==> src/common/decodePkg.sv <==
package decodePkg;

    localparam int Xlen    = 32;
    localparam int RegIdxW = 5;

    // Major opcodes
    localparam logic [6:0] OpRType  = 7'b0110011;
    localparam logic [6:0] OpIType  = 7'b0010011;
    localparam logic [6:0] OpLoad   = 7'b0000011;
    localparam logic [6:0] OpStore  = 7'b0100011;
    localparam logic [6:0] OpBranch = 7'b1100011;
    localparam logic [6:0] OpJal    = 7'b1101111;
    localparam logic [6:0] OpJalr   = 7'b1100111;
    localparam logic [6:0] OpLui    = 7'b0110111;
    localparam logic [6:0] OpAuipc  = 7'b0010111;

    // ALU funct3 field
    localparam logic [2:0] F3AddSub = 3'b000;
    localparam logic [2:0] F3Sll    = 3'b001;
    localparam logic [2:0] F3Slt    = 3'b010;
    localparam logic [2:0] F3Sltu   = 3'b011;
    localparam logic [2:0] F3Xor    = 3'b100;
    localparam logic [2:0] F3Sr     = 3'b101;
    localparam logic [2:0] F3Or     = 3'b110;
    localparam logic [2:0] F3And    = 3'b111;

    // SUB and SRA
    localparam logic [6:0] F7Alt = 7'b0100000;

    typedef logic [Xlen-1:0]    wordT;
    typedef logic [RegIdxW-1:0] regIdxT;

    typedef enum logic [3:0] {
        AluAdd  = 4'd0,
        AluSub  = 4'd1,
        AluAnd  = 4'd2,
        AluOr   = 4'd3,
        AluXor  = 4'd4,
        AluSll  = 4'd5,
        AluSrl  = 4'd6,
        AluSra  = 4'd7,
        AluSlt  = 4'd8,
        AluSltu = 4'd9,
        AluBeq  = 4'd10,
        AluBne  = 4'd11,
        AluBlt  = 4'd12,
        AluBge  = 4'd13,
        AluBltu = 4'd14,
        AluBgeu = 4'd15
    } aluOpT;

    typedef enum logic [1:0] {
        SelBRs2  = 2'd0,
        SelBImm  = 2'd1,
        SelBFour = 2'd2
    } selBT;

    typedef enum logic [1:0] {
        MemNone     = 2'd0,
        MemReadSext = 2'd1,
        MemReadZext = 2'd2,
        MemWrite    = 2'd3
    } memOpT;

    // Matches the low two bits of the load/store funct3
    typedef enum logic [1:0] {
        SizeByte = 2'd0,
        SizeHalf = 2'd1,
        SizeWord = 2'd2
    } memSizeT;

    typedef enum logic [2:0] {
        ImmNone  = 3'd0,
        ImmI     = 3'd1,
        ImmShamt = 3'd2,
        ImmS     = 3'd3,
        ImmB     = 3'd4,
        ImmU     = 3'd5,
        ImmJ     = 3'd6
    } immKindT;

endpackage

==> src/rtl/decode/decodeControl.sv <==
`timescale 1ns/1ps

module decodeControl (
    input  logic               clk,
    input  logic               rst,
    input  logic               stall,
    input  logic               flush,
    input  decodePkg::wordT    instr,
    output logic               advance,
    output decodePkg::immKindT immKind,
    output logic               useRs1,
    output logic               useRs2,
    output logic               useRd,
    output decodePkg::aluOpT   aluOp,
    output logic               selA,
    output decodePkg::selBT    selB,
    output logic               aluToReg,
    output decodePkg::memOpT   memOp,
    output decodePkg::memSizeT memSize,
    output logic               branch,
    output logic               jal,
    output logic               jalr
);
    import decodePkg::*;

    logic [6:0] opcode;
    logic [2:0] funct3;
    logic [6:0] funct7;
    logic       rLegal;
    logic       iShift;
    logic       iLegal;
    logic       discard;

    aluOpT   nextAluOp;
    logic    nextSelA;
    selBT    nextSelB;
    logic    nextAluToReg;
    memOpT   nextMemOp;
    memSizeT nextMemSize;
    logic    nextBranch;
    logic    nextJal;
    logic    nextJalr;

    // Shared by R-type and I-type, alt picks SUB/SRA
    function automatic aluOpT aluFromFunct3(input logic [2:0] f3, input logic alt);
        case (f3)
            F3AddSub: return alt ? AluSub : AluAdd;
            F3Sll:    return AluSll;
            F3Slt:    return AluSlt;
            F3Sltu:   return AluSltu;
            F3Xor:    return AluXor;
            F3Sr:     return alt ? AluSra : AluSrl;
            F3Or:     return AluOr;
            default:  return AluAnd;
        endcase
    endfunction

    assign opcode = instr[6:0];
    assign funct3 = instr[14:12];
    assign funct7 = instr[31:25];

    assign rLegal = (funct7 == 7'b0) ||
                    (funct7 == F7Alt && (funct3 == F3AddSub || funct3 == F3Sr));
    assign iShift = (funct3 == F3Sll) || (funct3 == F3Sr);
    assign iLegal = !iShift || (funct7 == 7'b0) || (funct3 == F3Sr && funct7 == F7Alt);

    always_comb begin
        nextAluOp    = AluAdd;
        nextSelA     = 1'b0;
        nextSelB     = SelBRs2;
        nextAluToReg = 1'b0;
        nextMemOp    = MemNone;
        nextMemSize  = SizeByte;
        nextBranch   = 1'b0;
        nextJal      = 1'b0;
        nextJalr     = 1'b0;
        immKind      = ImmNone;
        useRs1       = 1'b0;
        useRs2       = 1'b0;
        useRd        = 1'b0;

        case (opcode)
            OpRType: begin
                if (rLegal) begin
                    nextAluOp    = aluFromFunct3(funct3, instr[30]);
                    nextAluToReg = 1'b1;
                    useRs1       = 1'b1;
                    useRs2       = 1'b1;
                    useRd        = 1'b1;
                end
            end
            OpIType: begin
                if (iLegal) begin
                    // Bit 30 is immediate data except on right shifts
                    nextAluOp    = aluFromFunct3(funct3, iShift && instr[30]);
                    nextSelB     = SelBImm;
                    nextAluToReg = 1'b1;
                    immKind      = iShift ? ImmShamt : ImmI;
                    useRs1       = 1'b1;
                    useRd        = 1'b1;
                end
            end
            OpLoad: begin
                if (funct3 inside {3'b000, 3'b001, 3'b010, 3'b100, 3'b101}) begin
                    nextSelB    = SelBImm;
                    nextMemOp   = funct3[2] ? MemReadZext : MemReadSext;
                    nextMemSize = memSizeT'(funct3[1:0]);
                    immKind     = ImmI;
                    useRs1      = 1'b1;
                    useRd       = 1'b1;
                end
            end
            OpStore: begin
                if (funct3 inside {3'b000, 3'b001, 3'b010}) begin
                    nextSelB    = SelBImm;
                    nextMemOp   = MemWrite;
                    nextMemSize = memSizeT'(funct3[1:0]);
                    immKind     = ImmS;
                    useRs1      = 1'b1;
                    useRs2      = 1'b1;
                end
            end
            OpBranch: begin
                if (funct3 != 3'b010 && funct3 != 3'b011) begin
                    case (funct3)
                        3'b000:  nextAluOp = AluBeq;
                        3'b001:  nextAluOp = AluBne;
                        3'b100:  nextAluOp = AluBlt;
                        3'b101:  nextAluOp = AluBge;
                        3'b110:  nextAluOp = AluBltu;
                        default: nextAluOp = AluBgeu;
                    endcase
                    nextBranch = 1'b1;
                    immKind    = ImmB;
                    useRs1     = 1'b1;
                    useRs2     = 1'b1;
                end
            end
            OpJal: begin
                // Link value is pc + 4
                nextSelA     = 1'b1;
                nextSelB     = SelBFour;
                nextAluToReg = 1'b1;
                nextJal      = 1'b1;
                immKind      = ImmJ;
                useRd        = 1'b1;
            end
            OpJalr: begin
                if (funct3 == 3'b000) begin
                    nextSelA     = 1'b1;
                    nextSelB     = SelBFour;
                    nextAluToReg = 1'b1;
                    nextJalr     = 1'b1;
                    immKind      = ImmI;
                    useRs1       = 1'b1;
                    useRd        = 1'b1;
                end
            end
            OpLui: begin
                nextSelB     = SelBImm;
                nextAluToReg = 1'b1;
                immKind      = ImmU;
                useRd        = 1'b1;
            end
            OpAuipc: begin
                nextSelA     = 1'b1;
                nextSelB     = SelBImm;
                nextAluToReg = 1'b1;
                immKind      = ImmU;
                useRd        = 1'b1;
            end
            default: begin
            end
        endcase
    end

    assign advance = !rst && !flush && !stall && !discard;

    always_ff @(posedge clk) begin
        if (rst || flush) begin
            aluOp    <= AluAdd;
            selA     <= 1'b0;
            selB     <= SelBRs2;
            aluToReg <= 1'b0;
            memOp    <= MemNone;
            memSize  <= SizeByte;
            branch   <= 1'b0;
            jal      <= 1'b0;
            jalr     <= 1'b0;
        end else if (advance) begin
            aluOp    <= nextAluOp;
            selA     <= nextSelA;
            selB     <= nextSelB;
            aluToReg <= nextAluToReg;
            memOp    <= nextMemOp;
            memSize  <= nextMemSize;
            branch   <= nextBranch;
            jal      <= nextJal;
            jalr     <= nextJalr;
        end
    end

    // Drop the first unstalled slot after a flush
    always_ff @(posedge clk) begin
        if (rst) begin
            discard <= 1'b0;
        end else if (flush) begin
            discard <= 1'b1;
        end else if (!stall) begin
            discard <= 1'b0;
        end
    end

    assert property (@(posedge clk) disable iff (rst) $onehot0({branch, jal, jalr}));

    assert property (@(posedge clk) disable iff (rst) (memOp == MemWrite) |-> !aluToReg);

endmodule

==> src/rtl/decode/immediateGen.sv <==
`timescale 1ns/1ps

module immediateGen (
    input  logic               clk,
    input  logic               rst,
    input  logic               flush,
    input  logic               advance,
    input  decodePkg::wordT    instr,
    input  decodePkg::immKindT immKind,
    output decodePkg::wordT    imm
);
    import decodePkg::*;

    wordT immNext;

    always_comb begin
        case (immKind)
            ImmI:     immNext = {{20{instr[31]}}, instr[31:20]};
            ImmShamt: immNext = {27'b0, instr[24:20]};
            ImmS:     immNext = {{20{instr[31]}}, instr[31:25], instr[11:7]};
            // B and J offsets are in halfwords
            ImmB: begin
                immNext = {{19{instr[31]}}, instr[31], instr[7], instr[30:25],
                           instr[11:8], 1'b0};
            end
            ImmJ: begin
                immNext = {{11{instr[31]}}, instr[31], instr[19:12], instr[20],
                           instr[30:21], 1'b0};
            end
            ImmU:     immNext = {instr[31:12], 12'b0};
            default:  immNext = '0;
        endcase
    end

    always_ff @(posedge clk) begin
        if (rst || flush) begin
            imm <= '0;
        end else if (advance) begin
            imm <= immNext;
        end
    end

endmodule

==> src/rtl/decode/operandLatch.sv <==
`timescale 1ns/1ps

module operandLatch (
    input  logic               clk,
    input  logic               rst,
    input  logic               flush,
    input  logic               advance,
    input  decodePkg::wordT    instr,
    input  decodePkg::wordT    pcIn,
    input  logic               useRs1,
    input  logic               useRs2,
    input  logic               useRd,
    output decodePkg::regIdxT  rs1,
    output decodePkg::regIdxT  rs2,
    output decodePkg::regIdxT  rd,
    output decodePkg::wordT    pc
);
    import decodePkg::*;

    always_ff @(posedge clk) begin
        if (rst || flush) begin
            rs1 <= '0;
            rs2 <= '0;
            rd  <= '0;
            pc  <= '0;
        end else if (advance) begin
            // Unused fields read as x0
            rs1 <= useRs1 ? regIdxT'(instr[19:15]) : '0;
            rs2 <= useRs2 ? regIdxT'(instr[24:20]) : '0;
            rd  <= useRd ? regIdxT'(instr[11:7]) : '0;
            pc  <= pcIn;
        end
    end

    assert property (@(posedge clk) (!advance && !rst && !flush) |=>
                     ($stable(rs1) && $stable(rs2) && $stable(rd) && $stable(pc)));

endmodule

==> src/rtl/decodeStage.sv <==
`timescale 1ns/1ps

module decodeStage (
    input  logic               clk,
    input  logic               rst,
    input  logic               stall,
    input  logic               flush,
    input  decodePkg::wordT    instr,
    input  decodePkg::wordT    pcIn,
    output decodePkg::regIdxT  rs1,
    output decodePkg::regIdxT  rs2,
    output decodePkg::regIdxT  rd,
    output decodePkg::wordT    imm,
    output decodePkg::wordT    pc,
    output decodePkg::aluOpT   aluOp,
    output logic               selA,
    output decodePkg::selBT    selB,
    output logic               aluToReg,
    output decodePkg::memOpT   memOp,
    output decodePkg::memSizeT memSize,
    output logic               branch,
    output logic               jal,
    output logic               jalr
);
    import decodePkg::*;

    logic    advance;
    immKindT immKind;
    logic    useRs1;
    logic    useRs2;
    logic    useRd;

    decodeControl uControl (
        .clk      (clk),
        .rst      (rst),
        .stall    (stall),
        .flush    (flush),
        .instr    (instr),
        .advance  (advance),
        .immKind  (immKind),
        .useRs1   (useRs1),
        .useRs2   (useRs2),
        .useRd    (useRd),
        .aluOp    (aluOp),
        .selA     (selA),
        .selB     (selB),
        .aluToReg (aluToReg),
        .memOp    (memOp),
        .memSize  (memSize),
        .branch   (branch),
        .jal      (jal),
        .jalr     (jalr)
    );

    immediateGen uImmGen (
        .clk     (clk),
        .rst     (rst),
        .flush   (flush),
        .advance (advance),
        .instr   (instr),
        .immKind (immKind),
        .imm     (imm)
    );

    operandLatch uOperands (
        .clk     (clk),
        .rst     (rst),
        .flush   (flush),
        .advance (advance),
        .instr   (instr),
        .pcIn    (pcIn),
        .useRs1  (useRs1),
        .useRs2  (useRs2),
        .useRd   (useRd),
        .rs1     (rs1),
        .rs2     (rs2),
        .rd      (rd),
        .pc      (pc)
    );

endmodule

==> config.mk <==
export PLATFORM = sky130hd
export DESIGN_NAME = decodeStage
export DESIGN_NICKNAME = d
export VERILOG_FILES = /design/src/common/decodePkg.sv /design/src/rtl/decode/decodeControl.sv /design/src/rtl/decode/immediateGen.sv /design/src/rtl/decode/operandLatch.sv /design/src/rtl/decodeStage.sv
export SDC_FILE = /design/constraint.sdc
export NUM_CORES = 1
export LEC_CHECK = 0
export BUFFER_PORTS_ARGS = -buffer_cell sky130_fd_sc_hd__buf_2
export CORE_ASPECT_RATIO = 1.4
export CORE_UTILIZATION = 53
export CTS_BUF_LIST = sky130_fd_sc_hd__clkbuf_16
export CTS_CLUSTER_DIAMETER = 150
export DETAILED_ROUTE_END_ITERATION = 8
export PLACE_DENSITY_LB_ADDON = 0.3
export SYNTH_ARGS = -nofsm -noshare
export SYNTH_HDL_FRONTEND = slang
export SYNTH_HIERARCHICAL = 1
export SYNTH_SLANG_ARGS = --single-unit
==> constraint.sdc <==
create_clock -name clk -period 3.9 [get_ports clk]
set_clock_uncertainty 0.2 [all_clocks]
set_input_delay 0 -clock clk [delete_from_list [all_inputs] [get_ports clk]]
set_output_delay 0 -clock clk [all_outputs]
set_load 0.02 [all_outputs]
## Word level (Yosys, flattened, before mapping)

Index checks and enable logic that the tools add are counted.

- Multiplexer cells: 50
- Equal/unequal tests: 25
- Reduce and logical (&&, ||, !) cells: 25

Operator list:

| operator | count |
|---|---|
| $pmux W32 S6 | 1 |
| $pmux W4 S7 | 2 |
| $eq A7 B6 Y1 const B | 4 |
| $eq A7 B7 Y1 const B | 3 |
| $pmux W3 S7 | 1 |
| $mux W1 | 20 |
| $eq A3 B3 Y1 const B | 6 |
| $mux W2 | 8 |
| $mux W5 | 3 |
| $pmux W3 S5 | 1 |
| $eq A7 B5 Y1 const B | 2 |
| $eq A3 B2 Y1 const B | 4 |
| $mux W4 | 3 |
| $pmux W2 S6 | 1 |
| $pmux W4 S3 | 1 |
| $pmux W2 S2 | 2 |
| $eq A7 B2 Y1 const B | 1 |
| $logic_and A1 B1 Y1 | 7 |
| $logic_not A7 Y1 | 1 |
| $eq A3 B1 Y1 const B | 2 |
| $logic_or A1 B1 Y1 | 6 |
| $mux W3 | 2 |
| $ne A3 B2 Y1 const B | 2 |
| $pmux W1 S6 | 1 |
| other kinds (11) | 16 |

- Input bits: 68
- Flip-flop bits (word level): 95

## Logic depth before layout (Yosys ltp)

- Depth after elaboration: 9
- Gate-level depth with buffers: 10

## Modules after synthesis

The synthesis kept the hierarchy.

By module, submodules not included:

| module | cells an instance | seq. area each (um^2) | area each (um^2) | times used |
|---|---|---|---|---|
| operandLatch | 169 | 940.9 | 1726.7 | 1 |
| immediateGen | 166 | 640.6 | 1602.8 | 1 |
| decodeControl | 142 | 320.3 | 1048.5 | 1 |

## Worst setup path after synthesis

Ideal clock, no wire load.

- Path kind: input to register
- Start: input instr[14]
- End: register uImmGen.imm[12]
- Cell stages on the path: 10
- Arrival time: 1945 ps
- Buffers on the path: 3
- Data required time: 3583 ps
- Path slack: 1638 ps
- Path through: clkbuf_1 > nor3_1 > nor4b_1 > a31oi_1 > nand3_1 > buf_6 > nand2b_2 > buf_2 > o221ai_1 > a22o_1

- Longest elaborated chain between the ends: 9
- Elaborated cells on any way between the ends: 29

RTL lines:

| item | line | source |
|---|---|---|
| start: declaration | decodeStage.sv:8 | `input decodePkg::wordT instr,` |
| $eq A3 B1 Y1 / $eq A3 B3 Y1 (equally long branches) | -- |  |
| $logic_or A1 B1 Y1 | decodeControl.sv:64 | `assign iShift = (funct3 == F3Sll) \|\| (funct3 == F3Sr);` |
| $logic_not A1 Y1 | decodeControl.sv:65 | `assign iLegal = !iShift \|\| (funct7 == 7'b0) \|\| (funct3 == F3Sr && funct7 == F7Alt);` |
| $logic_or A1 B1 Y1 (2 in a row) | decodeControl.sv:65 |  |
| $mux W3 | decodeControl.sv:93 | `if (iLegal) begin` |
| $pmux W3 S7 * | decodeControl.sv:82 | `case (opcode)` |
| named net immKind[0] | decodeStage.sv:28 | `immKindT immKind;` |
| $eq A3 B3 Y1, or another cell as far along | immediateGen.sv:17 | `case (immKind)` |
| $pmux W32 S6 * | immediateGen.sv:17 |  |
| end signal: assignment | immediateGen.sv:39 | `imm <= immNext;` |
| end: declaration | immediateGen.sv:10 | `output decodePkg::wordT imm` |

Mark *: on every way through the listed nets, which the timed path passes. The rest lies on a longest branch.
A chain may end at the register's enable or synchronous reset.

## Worst setup path in the final report

- Start: input instr[1]
- End: register uImmGen.imm[2]

- Longest elaborated chain between the ends: 5
- Elaborated cells on any way between the ends: 17

RTL lines:

| item | line |
|---|---|
| $eq A7 B6 Y1 / $eq A7 B5 Y1 (equally long branches) | decodeControl.sv:82 |
| $reduce_or A2 Y1 (no source line) | -- |
| $pmux W3 S7 * | decodeControl.sv:82 |
| named net immKind[0] | decodeStage.sv:28 |
| $eq A3 B3 Y1, or another cell as far along | immediateGen.sv:17 |
| $pmux W32 S6 * | immediateGen.sv:17 |

Marks and branches as above.

==> reports/metrics.yaml <==
outcome:
  outcome: "finished, final reports clean"
logic_synthesis:
  syn_avg_cell_area_um2: 9.178
  netlist.area_leader.share: 0.4344
  post-synth-top-area-cell: "dfxtp_1"
  netlist_area_mm2: 0.004378
  synth-edff-count: 0
  synth_cell_types: 60
  synth_cells: 477
  synth_flop_cell: "dfxtp_1"
  yosysWarnings: 6
  synth.area.top_cells: "dfxtp_1 (43%), mux2i_1 (9.4%), a21oi_1 (4.8%)"
  syn-num-nets: 545
  seq_area_frac_synth: 0.4344
  ys_async_sr_fraction: 0
  synth-seq-cells: 95
sta:
  setup_tns_ns: 0
  finalHoldViolCount: 0
  fin_crit_ns: 3.619
  fmax_mhz: 276.3
  final.setup.worst_slack_ns: 0.2809
  finalMaxSlewViolations: 0
  tightest_slew_ns: 0.7454
  rsz0062_at_grt: "false"
  maxSlewHeadroom: 0.5031
  finalCritPeriodShare: 0.9280
  finalSetupViolations: 0
global_route:
  grt_pass1_vias: 4587
  grt_pass1_wl_mm: 21.90
  grt_util_all_layers: 0.3262
  grt_max_degree: 63
  gr-total-overflow: 0
  antenna_found_initial: 0
setup_path:
  path_cells: "dlygate4sd3_1 > buf_2 > nand3_1 > dlygate4sd3_1 > nor4b_2 > a31oi_1 > nand3_2 > nor3b_1 > o21ai_0 > a31oi_1 > dlygate4sd3_1"
  slowest_stage: "dlygate4sd3_1"
  cpMostUsedCell: "dlygate4sd3_1"
  worstPathArrival_ns: 3.71
  crit_family: "buffers and inverters"
  crit_path_start_kind: "input pin"
  critPathBufInv: 4
  cp.required_ns: 3.99
  criticalPathCategory: "input pin to flop"
  slowest_delay_ns: 0.63
  worst-path-max-fanout: 20
  worst_setup_path_end_kind: "flop"
layout:
  diodes: 0
  final_common_cell: "buf_2"
  nNetsFinal: 761
  drive_above_1_share: 0.2927
  mostFrequentLayoutCells: "buf_2 (161), dfxtp_1 (95), dlygate4sd3_1 (75)"
  area_delta_synth_final_pct: 40.53
clock_network:
  clk_pin_slew_worst_paths_ns: 0.06
  h-tree-depth: 3
  clkLatencyLatePin_ns: 0.34
  cts_made_buffers: 9
  cts_setup_buffers: 0
  cts-root-buf: "clkbuf_16"
  clock_sinks: 95
  cts_tree: "yes"
  cts_buffer_depth: 2
die:
  num_rows: 38
  die_w_um: 78.81
  initial_utilization: 0.5547
  io_pins: 162
  die_area_mm2: 0.008632
  die_h_um: 109.5
  coreArea_mm2: 0.007893
power:
  p_leak_nw: 2.543
  irDropWorstVdd_uv: 308.4
  power_density_mw_per_mm2: 336.0
route:
  finalWirelength_mm: 13.79
  wire_per_inst_um: 17.31
  vias: 4644
  vias_per_cell: 5.827
  first_iter_violations: 284
  postRouteAntennaNets: 0
  drt-pass1-iter-count: 6
  drc: 0
place:
  dp_hpwl_mm: 8.553
  dp_slack_ns: 1.001
  portBuffers: 161
  routabilityCongestion: 0.8445
flow_run:
  cap_viol_max_count: 0
min_path:
  hp-class: "input pin to flop"
## where the power goes
group | internal [mW] | switching [mW] | total (mW)
sequential | 0.977 | 0.00394 | 0.981
combinational | 0.110 | 0.127 | 0.237
clock | 0.486 | 0.362 | 0.849
## sequential cells by signal, summed over array words and instances (netlist names), 2 cells and up
register	count
uControl/aluOp	4
uOperands/rd	5
uControl/selB	2
uControl/memSize	2
uImmGen/imm	32
uOperands/rs1	5
uOperands/pc	32
uOperands/rs2	5
uControl/memOp	2
## cell usage after synthesis (all sizes together), types with 3 or more instances
library cell and n:
nand2b 20, nor3b 3, o211ai 5, nand2 29
o2bb2ai 11, o221ai 8, and3 3, and3b 3
nand4 3, nand3 39, nor3 6, a22oi 12
clkbuf 12, inv 3, dfxtp 95, a21oi 42
a31oi 6, o21ai 22, mux2i 41, a22o 8
nor2 46, buf 24, or2 6, xor2 3
## routing by layer
| metal | vias up | GRT usage | routed length (um) |
|---|---|---|---|
| met4 | 0 | 0.1701 | 493 |
| met1 | 2174 | 0.3600 | 5274 |
| met5 | - | 0 | 0 |
| li1 | 2167 | - | - |
| met2 | 256 | 0.5826 | 7001 |
| met3 | 47 | 0.07220 | 1026 |
## cell families (layout without fill, tap and decap cells)
logic type / count (synthesis) / count (layout) / share of synthesized area
and+or+nand+nor: 169 / 169 / 0.2032
AOI/OAI and AO/OA: 129 / 129 / 0.1986
DFF: 95 / 95 / 0.4344
muxes: 41 / 41 / 0.09374
buffers and inverters: 40 / 260 / 0.05973
xor gates and xnor gates: 3 / 3 / 0.01029
## tightest hold or removal path, delay by kind of cell
family	cells	cell delay, ns
buffers and inverters	1	0.26
AO/OA/AOI/OAI	1	0.07
AND/OR/NAND/NOR	1	0.19
## worst paths after layout
path         cells after the start              end  slack [ns]        startpoint
min                              3  uImmGen/imm[31]        0.03         instr[31]
min reg2reg                      2     uControl/jal        0.25      uControl/jal
max                             11   uImmGen/imm[2]        0.28          instr[1]
max reg2reg                      6   uImmGen/imm[1]        1.10  uControl/discard
## metrics by stage
step	instances	total power [mW]	util	hold slack [ns]	cell area [um^2]
final	797	2.067	0.7795	0.02964	6152
after global routing	797	2.142	0.7795	0.06461	6152
after CTS	797	2.071	0.7777	0.01751	6138
after detailed placement	707	1.178	0.6471	0.04216	5107
after global placement	707	1.174	0.6471	0.03119	5107
after floorplan	477	1.112	-	-0.1276	4378
## repair_timing
item / 4_1_cts / 5_1_grt
hold buffers: 75 / 0
gates resized for setup: 0 / 3
endpoints found under the setup margin: 0 / 4
endpoints found under the hold margin: 92 / 0
## area by class of cell
type                            instances  area, um^2
Multi-Input combinational cell        342        2236
Sequential cell                        95        1902
Fill cell                             543        1740
Timing Repair Buffer                  241        1594
Clock buffer                            9       225.2
Tap cell                              100       125.1
Clock inverter                          6       55.05
Inverter                                4       15.01
Note: power is estimated with default switching activity, not from simulation.
